--- config.mk ---
export PLATFORM = sky130hd
export DESIGN_NAME = hazard_unit
export DESIGN_NICKNAME = d
export VERILOG_FILES = /design/src/hazard_pkg.sv /design/src/bundle_sorter.sv /design/src/instr_decode.sv /design/src/hazard_check.sv /design/src/issue_result.sv /design/src/hazard_unit.sv
export VERILOG_INCLUDE_DIRS = /design/src /design/src/src
export SDC_FILE = /design/constraint.sdc
export NUM_CORES = 1
export LEC_CHECK = 0
export BUFFER_PORTS_ARGS = -buffer_cell sky130_fd_sc_hd__buf_2
export CAP_MARGIN = 0
export CORE_MARGIN = 3
export CORE_UTILIZATION = 35
export CTS_CLUSTER_SIZE = 12
export DETAILED_ROUTE_END_ITERATION = 8
export PLACE_DENSITY_LB_ADDON = 0.3
export SLEW_MARGIN = 40
export SYNTH_ARGS = -nofsm -noshare
export SYNTH_HDL_FRONTEND = slang
export SYNTH_SLANG_ARGS = --single-unit
--- constraint.sdc ---
create_clock -name clk -period 16.5 [get_ports clk]
set_input_delay 2.475 -clock clk [delete_from_list [all_inputs] [get_ports clk]]
set_output_delay 2.475 -clock clk [all_outputs]
set_load 0.02 [all_outputs]
--- src/hazard_params.svh ---
`ifndef HAZARD_PARAMS_SVH
`define HAZARD_PARAMS_SVH

// opcode field, top six bits
`define HZ_OP_MSB 31
`define HZ_OP_LSB 26

// register fields, mips layout
`define HZ_RS_MSB 25
`define HZ_RS_LSB 21
`define HZ_RT_MSB 20
`define HZ_RT_LSB 16
`define HZ_RD_MSB 15
`define HZ_RD_LSB 11

// funct field, only meaningful when opcode is zero
`define HZ_FUNCT_MSB 5
`define HZ_FUNCT_LSB 0

// all-zero word, also decodes as a harmless shift
`define HZ_NOP_INSTR 32'h0000_0000
// hardwired zero register
`define HZ_ZERO_REG 5'd0
// seq number fetch puts on an empty slot so it sorts last
`define HZ_NULL_SEQ 16'h7FFF

`endif

--- src/hazard_pkg.sv ---
`default_nettype none

package hazard_pkg;

    // raw instruction word
    typedef logic [31:0] instr_t;

    // program counter as fetch sends it
    typedef logic [31:0] pc_t;

    // fetch order tag, lower issues first
    typedef logic [15:0] seq_t;

    // one of 32 architectural registers
    typedef logic [4:0] reg_idx_t;

    // decode fields
    typedef logic [5:0] opcode_t;
    typedef logic [5:0] funct_t;

    // operand layout of an instruction
    // r_type   rd <- rs, rt
    // shift    rd <- rt
    // i_type   rt <- rs
    typedef enum logic [1:0] {
        r_type = 2'd0,
        shift  = 2'd1,
        i_type = 2'd2
    } instr_class_e;

endpackage

`default_nettype wire

--- src/bundle_sorter.sv ---
`timescale 1ns/1ps
`default_nettype none

module bundle_sorter
    import hazard_pkg::*;
(
    input  wire logic     clk,
    input  wire logic     reset,
    input  wire logic     load,
    input  wire instr_t   alpha_inst,
    input  wire instr_t   beta_inst,
    input  wire instr_t   gamma_inst,
    input  wire seq_t     alpha_seq,
    input  wire seq_t     beta_seq,
    input  wire seq_t     gamma_seq,
    input  wire pc_t      alpha_pc,
    input  wire pc_t      beta_pc,
    input  wire pc_t      gamma_pc,
    input  wire reg_idx_t pipe_a_dest,
    input  wire reg_idx_t pipe_b_dest,
    input  wire reg_idx_t pipe_c_dest,
    output instr_t        first_inst,
    output instr_t        second_inst,
    output instr_t        third_inst,
    output pc_t           first_pc,
    output pc_t           second_pc,
    output pc_t           third_pc,
    output reg_idx_t      held_a_dest,
    output reg_idx_t      held_b_dest,
    output reg_idx_t      held_c_dest
);

    // captured bundle, index 0 alpha, 1 beta, 2 gamma
    instr_t cap_inst [3];
    seq_t   cap_seq  [3];
    pc_t    cap_pc   [3];

    // pairwise order, ties go to the lower slot index
    logic a_before_b;
    logic a_before_g;
    logic b_before_g;

    // 0 means issued first
    logic [1:0] rank_alpha;
    logic [1:0] rank_beta;
    logic [1:0] rank_gamma;

    // slot index feeding each ordered position
    logic [1:0] idx_first;
    logic [1:0] idx_second;
    logic [1:0] idx_third;

    // hold the bundle for the whole transaction
    always_ff @(posedge clk) begin
        if (reset) begin
            for (int i = 0; i < 3; i++) begin
                cap_inst[i] <= '0;
                cap_seq[i]  <= '0;
                cap_pc[i]   <= '0;
            end
            held_a_dest <= '0;
            held_b_dest <= '0;
            held_c_dest <= '0;
        end else if (load) begin
            cap_inst[0] <= alpha_inst;
            cap_inst[1] <= beta_inst;
            cap_inst[2] <= gamma_inst;
            cap_seq[0]  <= alpha_seq;
            cap_seq[1]  <= beta_seq;
            cap_seq[2]  <= gamma_seq;
            cap_pc[0]   <= alpha_pc;
            cap_pc[1]   <= beta_pc;
            cap_pc[2]   <= gamma_pc;
            // pipeline state snapshot goes with the bundle
            held_a_dest <= pipe_a_dest;
            held_b_dest <= pipe_b_dest;
            held_c_dest <= pipe_c_dest;
        end
    end

    // <= so equal tags keep alpha, beta, gamma order
    assign a_before_b = (cap_seq[0] <= cap_seq[1]);
    assign a_before_g = (cap_seq[0] <= cap_seq[2]);
    assign b_before_g = (cap_seq[1] <= cap_seq[2]);

    // rank is the count of slots ahead of this one
    assign rank_alpha = {1'b0, ~a_before_b} + {1'b0, ~a_before_g};
    assign rank_beta  = {1'b0, a_before_b} + {1'b0, ~b_before_g};
    assign rank_gamma = {1'b0, a_before_g} + {1'b0, b_before_g};

    // ranks form a permutation, gamma is the fallback
    assign idx_first  = (rank_alpha == 2'd0) ? 2'd0 : (rank_beta == 2'd0) ? 2'd1 : 2'd2;
    assign idx_second = (rank_alpha == 2'd1) ? 2'd0 : (rank_beta == 2'd1) ? 2'd1 : 2'd2;
    assign idx_third  = (rank_alpha == 2'd2) ? 2'd0 : (rank_beta == 2'd2) ? 2'd1 : 2'd2;

    assign first_inst  = cap_inst[idx_first];
    assign second_inst = cap_inst[idx_second];
    assign third_inst  = cap_inst[idx_third];
    assign first_pc    = cap_pc[idx_first];
    assign second_pc   = cap_pc[idx_second];
    assign third_pc    = cap_pc[idx_third];

endmodule

`default_nettype wire

--- src/instr_decode.sv ---
`timescale 1ns/1ps
`default_nettype none
`include "hazard_params.svh"

module instr_decode
    import hazard_pkg::*;
(
    input  wire instr_t inst,
    output reg_idx_t    dest,
    output reg_idx_t    src1,
    output reg_idx_t    src2,
    output logic        has_src2
);

    opcode_t      opcode;
    funct_t       funct;
    reg_idx_t     rs;
    reg_idx_t     rt;
    reg_idx_t     rd;
    instr_class_e iclass;

    // raw field split
    assign opcode = inst[`HZ_OP_MSB:`HZ_OP_LSB];
    assign funct  = inst[`HZ_FUNCT_MSB:`HZ_FUNCT_LSB];
    assign rs     = inst[`HZ_RS_MSB:`HZ_RS_LSB];
    assign rt     = inst[`HZ_RT_MSB:`HZ_RT_LSB];
    assign rd     = inst[`HZ_RD_MSB:`HZ_RD_LSB];

    // any nonzero opcode is immediate form
    // zero funct under zero opcode is a shift, NOP included
    assign iclass = (opcode != '0) ? i_type :
                    (funct != '0)  ? r_type : shift;

    always_comb begin
        // single-source layout unless r_type
        dest     = rt;
        src1     = rs;
        src2     = `HZ_ZERO_REG;
        has_src2 = 1'b0;
        case (iclass)
            r_type: begin
                dest     = rd;
                src1     = rs;
                src2     = rt;
                has_src2 = 1'b1;
            end
            shift: begin
                // rs bits unused by shifts
                dest = rd;
                src1 = rt;
            end
            default: begin
                // i_type writes rt, rd bits are immediate
                dest = rt;
                src1 = rs;
            end
        endcase
    end

endmodule

`default_nettype wire

--- src/hazard_check.sv ---
`timescale 1ns/1ps
`default_nettype none
`include "hazard_params.svh"

module hazard_check
    import hazard_pkg::*;
(
    input  wire reg_idx_t dest1,
    input  wire reg_idx_t src1_1,
    input  wire reg_idx_t src2_1,
    input  wire logic     has_src2_1,
    input  wire reg_idx_t dest2,
    input  wire reg_idx_t src1_2,
    input  wire reg_idx_t src2_2,
    input  wire logic     has_src2_2,
    input  wire reg_idx_t dest3,
    input  wire reg_idx_t src1_3,
    input  wire reg_idx_t src2_3,
    input  wire logic     has_src2_3,
    input  wire reg_idx_t held_a_dest,
    input  wire reg_idx_t held_b_dest,
    input  wire reg_idx_t held_c_dest,
    output logic          stall1,
    output logic          stall2,
    output logic          stall3
);

    // r0 never carries a dependency
    function automatic logic same_reg(input reg_idx_t a, input reg_idx_t b);
        return (a != `HZ_ZERO_REG) && (a == b);
    endfunction

    // register still being written by one of the running pipes
    function automatic logic in_pipe(
        input reg_idx_t r,
        input reg_idx_t pa,
        input reg_idx_t pb,
        input reg_idx_t pc
    );
        return same_reg(r, pa) || same_reg(r, pb) || same_reg(r, pc);
    endfunction

    // later slot against an earlier one in the same bundle
    function automatic logic slot_dep(
        input reg_idx_t late_dest,
        input reg_idx_t late_src1,
        input reg_idx_t late_src2,
        input logic     late_has2,
        input reg_idx_t early_dest,
        input reg_idx_t early_src1,
        input reg_idx_t early_src2,
        input logic     early_has2
    );
        logic waw;
        logic war;
        logic raw;
        waw = same_reg(late_dest, early_dest);
        // overwriting something the earlier slot still reads
        war = same_reg(late_dest, early_src1) ||
              (early_has2 && same_reg(late_dest, early_src2));
        // reading what the earlier slot produces
        raw = same_reg(late_src1, early_dest) ||
              (late_has2 && same_reg(late_src2, early_dest));
        return waw || war || raw;
    endfunction

    logic pipe_hit1;
    logic pipe_hit2;
    logic pipe_hit3;
    logic dep_2_on_1;
    logic dep_3_on_1;
    logic dep_3_on_2;

    // every used field checked against all three pipes
    assign pipe_hit1 = in_pipe(dest1, held_a_dest, held_b_dest, held_c_dest) ||
                       in_pipe(src1_1, held_a_dest, held_b_dest, held_c_dest) ||
                       (has_src2_1 && in_pipe(src2_1, held_a_dest, held_b_dest, held_c_dest));
    assign pipe_hit2 = in_pipe(dest2, held_a_dest, held_b_dest, held_c_dest) ||
                       in_pipe(src1_2, held_a_dest, held_b_dest, held_c_dest) ||
                       (has_src2_2 && in_pipe(src2_2, held_a_dest, held_b_dest, held_c_dest));
    assign pipe_hit3 = in_pipe(dest3, held_a_dest, held_b_dest, held_c_dest) ||
                       in_pipe(src1_3, held_a_dest, held_b_dest, held_c_dest) ||
                       (has_src2_3 && in_pipe(src2_3, held_a_dest, held_b_dest, held_c_dest));

    // same rule for slot 2 and slot 3
    assign dep_2_on_1 = slot_dep(dest2, src1_2, src2_2, has_src2_2,
                                 dest1, src1_1, src2_1, has_src2_1);
    assign dep_3_on_1 = slot_dep(dest3, src1_3, src2_3, has_src2_3,
                                 dest1, src1_1, src2_1, has_src2_1);
    assign dep_3_on_2 = slot_dep(dest3, src1_3, src2_3, has_src2_3,
                                 dest2, src1_2, src2_2, has_src2_2);

    // in-order issue, a stall blocks everything behind it
    assign stall1 = pipe_hit1;
    assign stall2 = stall1 || pipe_hit2 || dep_2_on_1;
    assign stall3 = stall2 || pipe_hit3 || dep_3_on_1 || dep_3_on_2;

endmodule

`default_nettype wire

--- src/issue_result.sv ---
`timescale 1ns/1ps
`default_nettype none
`include "hazard_params.svh"

module issue_result
    import hazard_pkg::*;
(
    input  wire logic   clk,
    input  wire logic   reset,
    input  wire logic   req,
    output logic        ack,
    output logic        load,
    input  wire instr_t first_inst,
    input  wire instr_t second_inst,
    input  wire instr_t third_inst,
    input  wire pc_t    first_pc,
    input  wire pc_t    second_pc,
    input  wire pc_t    third_pc,
    input  wire logic   stall1,
    input  wire logic   stall2,
    input  wire logic   stall3,
    output instr_t      inst1_out,
    output instr_t      inst2_out,
    output instr_t      inst3_out,
    output pc_t         pc1_out,
    output pc_t         pc2_out,
    output pc_t         pc3_out
);

    // idle waits for req, busy is the decode cycle, acked waits for req low
    typedef enum logic [1:0] {
        st_idle  = 2'd0,
        st_busy  = 2'd1,
        st_acked = 2'd2
    } state_t;

    state_t state;

    always_ff @(posedge clk) begin
        if (reset) begin
            state <= st_idle;
        end else begin
            case (state)
                st_idle:  if (req) state <= st_busy;
                st_busy:  state <= st_acked;
                st_acked: if (!req) state <= st_idle;
                default:  state <= st_idle;
            endcase
        end
    end

    // sorter captures on the edge that sees this
    assign load = req && (state == st_idle);
    // four-phase ack, high until req drops
    assign ack  = (state == st_acked);

    // stalled slot returns NOP and its own pc for refetch
    // issued slot returns zero pc so fetch may move on
    always_ff @(posedge clk) begin
        if (reset) begin
            inst1_out <= '0;
            inst2_out <= '0;
            inst3_out <= '0;
            pc1_out   <= '0;
            pc2_out   <= '0;
            pc3_out   <= '0;
        end else if (state == st_busy) begin
            inst1_out <= stall1 ? `HZ_NOP_INSTR : first_inst;
            inst2_out <= stall2 ? `HZ_NOP_INSTR : second_inst;
            inst3_out <= stall3 ? `HZ_NOP_INSTR : third_inst;
            pc1_out   <= stall1 ? first_pc  : '0;
            pc2_out   <= stall2 ? second_pc : '0;
            pc3_out   <= stall3 ? third_pc  : '0;
        end
    end

endmodule

`default_nettype wire

--- src/hazard_unit.sv ---
`timescale 1ns/1ps
`default_nettype none

module hazard_unit
    import hazard_pkg::*;
(
    input  wire logic     clk,
    input  wire logic     reset,
    input  wire logic     req,
    input  wire instr_t   alpha_inst,
    input  wire instr_t   beta_inst,
    input  wire instr_t   gamma_inst,
    input  wire seq_t     alpha_seq,
    input  wire seq_t     beta_seq,
    input  wire seq_t     gamma_seq,
    input  wire pc_t      alpha_pc,
    input  wire pc_t      beta_pc,
    input  wire pc_t      gamma_pc,
    input  wire reg_idx_t pipe_a_dest,
    input  wire reg_idx_t pipe_b_dest,
    input  wire reg_idx_t pipe_c_dest,
    output logic          ack,
    output instr_t        inst1_out,
    output instr_t        inst2_out,
    output instr_t        inst3_out,
    output pc_t           pc1_out,
    output pc_t           pc2_out,
    output pc_t           pc3_out
);

    logic     load;
    // bundle in issue order
    instr_t   first_inst, second_inst, third_inst;
    pc_t      first_pc, second_pc, third_pc;
    // pipe state captured with the bundle
    reg_idx_t held_a_dest, held_b_dest, held_c_dest;
    // decoded operands per ordered slot
    reg_idx_t dest1, src1_1, src2_1;
    reg_idx_t dest2, src1_2, src2_2;
    reg_idx_t dest3, src1_3, src2_3;
    logic     has_src2_1, has_src2_2, has_src2_3;
    logic     stall1, stall2, stall3;

    // capture and order
    bundle_sorter u_sorter (
        .clk, .reset, .load,
        .alpha_inst, .beta_inst, .gamma_inst,
        .alpha_seq, .beta_seq, .gamma_seq,
        .alpha_pc, .beta_pc, .gamma_pc,
        .pipe_a_dest, .pipe_b_dest, .pipe_c_dest,
        .first_inst, .second_inst, .third_inst,
        .first_pc, .second_pc, .third_pc,
        .held_a_dest, .held_b_dest, .held_c_dest
    );

    // one decoder per ordered slot
    instr_decode u_dec1 (
        .inst(first_inst), .dest(dest1), .src1(src1_1), .src2(src2_1), .has_src2(has_src2_1)
    );
    instr_decode u_dec2 (
        .inst(second_inst), .dest(dest2), .src1(src1_2), .src2(src2_2), .has_src2(has_src2_2)
    );
    instr_decode u_dec3 (
        .inst(third_inst), .dest(dest3), .src1(src1_3), .src2(src2_3), .has_src2(has_src2_3)
    );

    hazard_check u_check (
        .dest1, .src1_1, .src2_1, .has_src2_1,
        .dest2, .src1_2, .src2_2, .has_src2_2,
        .dest3, .src1_3, .src2_3, .has_src2_3,
        .held_a_dest, .held_b_dest, .held_c_dest,
        .stall1, .stall2, .stall3
    );

    // handshake and registered outputs
    issue_result u_result (
        .clk, .reset, .req, .ack, .load,
        .first_inst, .second_inst, .third_inst,
        .first_pc, .second_pc, .third_pc,
        .stall1, .stall2, .stall3,
        .inst1_out, .inst2_out, .inst3_out,
        .pc1_out, .pc2_out, .pc3_out
    );

endmodule

`default_nettype wire

Word-level counts from Yosys, hierarchy flattened --
Memory sizes are Yosys's and may differ from the RTL's. Index checks and enable logic that the tools add are counted.
Word-level totals: memories kept 3, register bits 209, memory bits (writable) 240, bits of input ports 258, logic and storage cells 248
Operators by class: bitwise logic cells 12, add/subtract/negate cells 2, mux-type cells 47, equal/unequal tests 53, magnitude comparators 3, reduce and logical (&&, ||, !) cells 118
Memory list:
- u_sorter.cap_inst | depth 3, bits a word 32, rd ports 3, clocked after Yosys merged registers in 0, wr ports 3, RTL line bundle_sorter.sv:34 | instr_t cap_inst [3];
- u_sorter.cap_pc | depth 3, bits a word 32, rd ports 3, clocked after Yosys merged registers in 0, wr ports 3, RTL line bundle_sorter.sv:36 | pc_t cap_pc [3];
- u_sorter.cap_seq | depth 3, bits a word 16, rd ports 3, clocked after Yosys merged registers in 0, wr ports 3, RTL line bundle_sorter.sv:35 | seq_t cap_seq [3];
Operators with widths (count):
- 2-to-1 mux 32 bit | 12
- equality test 5 bit | 42
- logical AND 1 bit | 52
- less-or-equal comparator 16 bit | 3
- 2-to-1 mux 16 bit | 3
- 2-to-1 mux 5 bit | 9
- nonzero test 5 bit | 9
- logical OR 1 bit | 41
- nonzero test 6 bit | 6
- 2-to-1 mux 2 bit | 11
- equality test 2 x 1 -> 1 bit, second input constant | 6
- logical NOT 2 bit | 6
- 2-to-1 mux 1 bit | 11
- OR 1 bit | 9
- equality test 2 bit, second input constant | 3
- one-hot mux 2 bit (3 select lines) | 1
- OR reduction 2 bit | 3
- adder 1 x 1 -> 2 bit | 2
- inequality test 2 bit, second input constant | 2
- inverter 1 bit | 3
- AND reduction 2 bit | 1

Depth between registers and ports, before layout --
An unclocked memory read counts as a cell.
depth in word-level cells 26, gate-level depth with buffers 25

Hierarchy --
A second synthesis with hierarchy kept.
Second synthesis, totals: cells, all modules 2470, area total of the unflattened synthesis 26385.3 µm²
By module, submodules not included:
- bundle_sorter | area each 15457.3 µm², cells an instance 1141, seq. area each 7507.2 µm², times used 1
- issue_result | area each 7309.5 µm², cells an instance 862, seq. area each 3883.7 µm², times used 1
- hazard_check | area each 2901.5 µm², cells an instance 395, seq. area each 0.0 µm², times used 1
- instr_decode | area each 239.0 µm², cells an instance 24, seq. area each 0.0 µm², times used 3

Least setup slack after synthesis --
Ideal clock, no wire load.
path type input -> register, from input port req, to memory u_sorter.cap_inst[0][0] (netlist name), enable pin, setup slack 8.373 ns, data arrival time 7.533 ns, stages on the path 3, cell sequence nor3b_1 nor2_1 inv_1
RTL lines:
- start: declaration | RTL line hazard_unit.sv:9 | input wire logic req,
- end: declaration | RTL line bundle_sorter.sv:34

==> flow_summary.json <==
{
  "status": "finished clean",
  "yosysTopAreaCell": "edfxtp_1",
  "start_util_pct": 35.4,
  "vdd_drop_max_v": 0.0000982,
  "ys_seq_elements": 449,
  "synth-seq-area-share_pct": 44.0,
  "ctsHoldBuffers": 0,
  "ctsRootBufferMaster": "clkbuf_16",
  "cts_resized": 0,
  "crit_required_ps": 17050,
  "dr_total_vias": 22238,
  "grt_overflow": 0,
  "tightest_slew_ps": 985,
  "setup_viol": 0,
  "clkLatencyLatePin_ps": 640,
  "final_cell_mix": "449 x buf_2, 314 x nand2_1, 253 x mux2i_1",
  "drv_slew": 0,
  "hold_path_class": "reg -> reg",
  "vias_per_cell": 5.45,
  "hold_viol_final": 0,
  "startpoint_type": "flip-flop",
  "async_flop_share_pct": 0,
  "synth_nets": 3029,
  "end_kind": "flip-flop",
  "fin_skew_ps": 43.5,
  "wirelength_mm": 97.6,
  "area_delta_synth_final_pct": 18.9,
  "coreArea_um2": 73100,
  "finalCritPeriodShare_pct": 46.4,
  "avgSynthCellArea_um2": 9.51,
  "reg2regPathDepth": 20,
  "synth_top_area_share_pct": 27.9,
  "path_clk_slew_ps": 60,
  "critPathKind": "reg -> reg",
  "leakage_nw": 12.6,
  "port_buffers": 450,
  "cap_violations": 0,
  "routabilityCongestion": 0.972,
  "num_rows": 99,
  "drc_errors": 0,
  "drtPass1Iterations": 8,
  "synth_edf_count": 240,
  "ys.flop_type": "edfxtp_1",
  "cp_max_fo": 38,
  "cts.htree.levels": 2,
  "setup_tns_ps": 0,
  "grt_pass1_vias": 21643,
  "power.density_nw_per_um2": 139,
  "grt_pass1_wl_mm": 142,
  "layout.nets": 3379,
  "fmax_ghz": 0.131,
  "clock_path_buffers": 3,
  "wire_per_inst_um": 23.9,
  "grt.total_usage_pct": 24.3,
  "final_util_pct": 42.1,
  "hpwl_mm": 67.3,
  "slew_headroom_pct": 33.9,
  "cts.sinks": 449,
  "drt-initial-drc-count": 1887,
  "mappedNetlistArea_um2": 25900,
  "cts_buffers": 51,
  "yosysUniqueCellTypes": 79,
  "worst-endpoint-arrival_ps": 8200,
  "post-cts-setup-buffers": 0,
  "chipHeight_um": 278,
  "yosysWarnings": 0,
  "antenna_found_initial": 14,
  "cts_tree": "yes",
  "pin_count": 451,
  "layout_commonest_cell": "buf_2",
  "ys_top_cells_by_area": "edfxtp_1 28%, dfxtp_1 16%, mux2i_1 10%",
  "min_path_cells": 2,
  "grt_max_degree": 226,
  "dieArea_um2": 77200,
  "finalCriticalPeriod_ps": 7660,
  "rsz0062_at_grt": "false",
  "total_power_mw": 4.26,
  "drive_gt1_share_pct": 21.4,
  "ant_nets": 0,
  "syn_inst": 2721,
  "dieWidth_um": 278
}
## cell type report
cell class	count	area (um^2)
repair buffers	495	2680
clock inverters	28	302
inverters	60	233
fillers	7297	42300
flip-flops and latches	449	11400
diodes	5	12.5
well taps	959	1200
clock buffers	67	1370
multi-input cells	2014	13600
## worst max-delay path, cell delays in order, from the launching register on
cell and delay (ps):
edfxtp_1 410, ha_1 330, nand4_1 160, nor4_1 540
a21boi_1 230, o31a_1 640, inv_1 190, ha_4 750
nor3b_1 340, o21ai_2 260, nor2_2 370, mux2_2 380
mux2i_1 630, xnor2_1 140, nand3_1 110, nor3_1 50
nor4_1 330, o22ai_1 200, or4b_4 750, or2_4 510
o21ai_1 200
## power breakdown
group | switching [mW] | internal [mW] | leakage, nW | total, mW
registers | 0.102 | 1.29 | 4.29 | 1.39
logic | 1.10 | 0.627 | 7.48 | 1.73
clock network | 0.500 | 0.638 | 0.793 | 1.14
## state kept, by name (all words and copies together), names as in the netlist, 32 cells and up
| name | cells |
|---|---|
| u_result.inst1_out | 32 |
| u_result.inst2_out | 32 |
| u_result.inst3_out | 32 |
| u_result.pc1_out | 32 |
| u_result.pc2_out | 32 |
| u_result.pc3_out | 32 |
| u_sorter.cap_inst | 96 |
| u_sorter.cap_pc | 96 |
| u_sorter.cap_seq | 48 |
## layer usage
metal / track usage [%] / wire length (um) / share of wire (%) / vias to the layer above
met4: 10.9 / 4680 / 4.8 / 16
met1: 30.9 / 39500 / 40 / 10623
met3: 5.37 / 8120 / 8.3 / 253
li1: - / - / - / 10367
met5: 0 / 118 / 0.12 / -
met2: 39.6 / 45200 / 46 / 979
## through the flow
step | area, um^2 | setup WS, ps | std cells | hold WS [ps]
3_5_place_dp | 29000 | 8830 | 3975 | 436
2_1_floorplan | 25900 | 8370 | 2721 | 490
6_report | 30800 | 8840 | 4077 | 443
5_1_grt | 30700 | 8320 | 4075 | 466
3_3_place_gp | 28900 | 8890 | 3973 | 430
4_1_cts | 30700 | 8800 | 4070 | 447
## cells in the mapped netlist (all sizes together) (7+ instances only)
cell type,n
a2111oi,28
a211oi,7
a21oi,155
a221oi,7
a22o,9
a31oi,12
and2,245
buf,40
clkbuf,158
dfxtp,209
edfxtp,240
ha,50
inv,59
mux2,42
mux2i,278
nand2,314
nand2b,12
nand3,25
nand4,22
nor2,166
nor2b,15
nor3,45
nor4,27
o2111ai,33
o21ai,237
o31a,7
o31ai,7
or3,8
or4,11
xnor2,113
xor2,66
## final timing paths
check                                                            from                             endpoint  slack [ps]
worst max-delay path            u_sorter.cap_seq[0][14]$_SDFFCE_PN0P_  u_result.inst3_out[25]$_SDFFE_PP0N_        8840
worst min register to register      u_result.pc3_out[10]$_SDFFE_PP0N_    u_result.pc3_out[10]$_SDFFE_PP0N_         440
worst min-delay path                u_result.pc3_out[10]$_SDFFE_PP0N_    u_result.pc3_out[10]$_SDFFE_PP0N_         440
worst max register to register  u_sorter.cap_seq[0][14]$_SDFFCE_PN0P_  u_result.inst3_out[25]$_SDFFE_PP0N_        8840
## kinds of logic (layout without fill, tap and decap cells)
| kind of cell | after synthesis | in the layout | share of synthesized area, % |
|---|---|---|---|
| xor gates and xnor gates | 179 | 179 | 6.09 |
| other | 0 | 5 | 0 |
| adders and majority gates | 50 | 50 | 2.42 |
| muxes | 323 | 323 | 13.3 |
| DFF | 449 | 449 | 44.0 |
| and+or+nand+nor | 907 | 907 | 17.2 |
| AOI/OAI and AO/OA | 555 | 555 | 12.9 |
| buffers and inverters | 258 | 650 | 4.11 |
(Power assumes the default switching activity.)
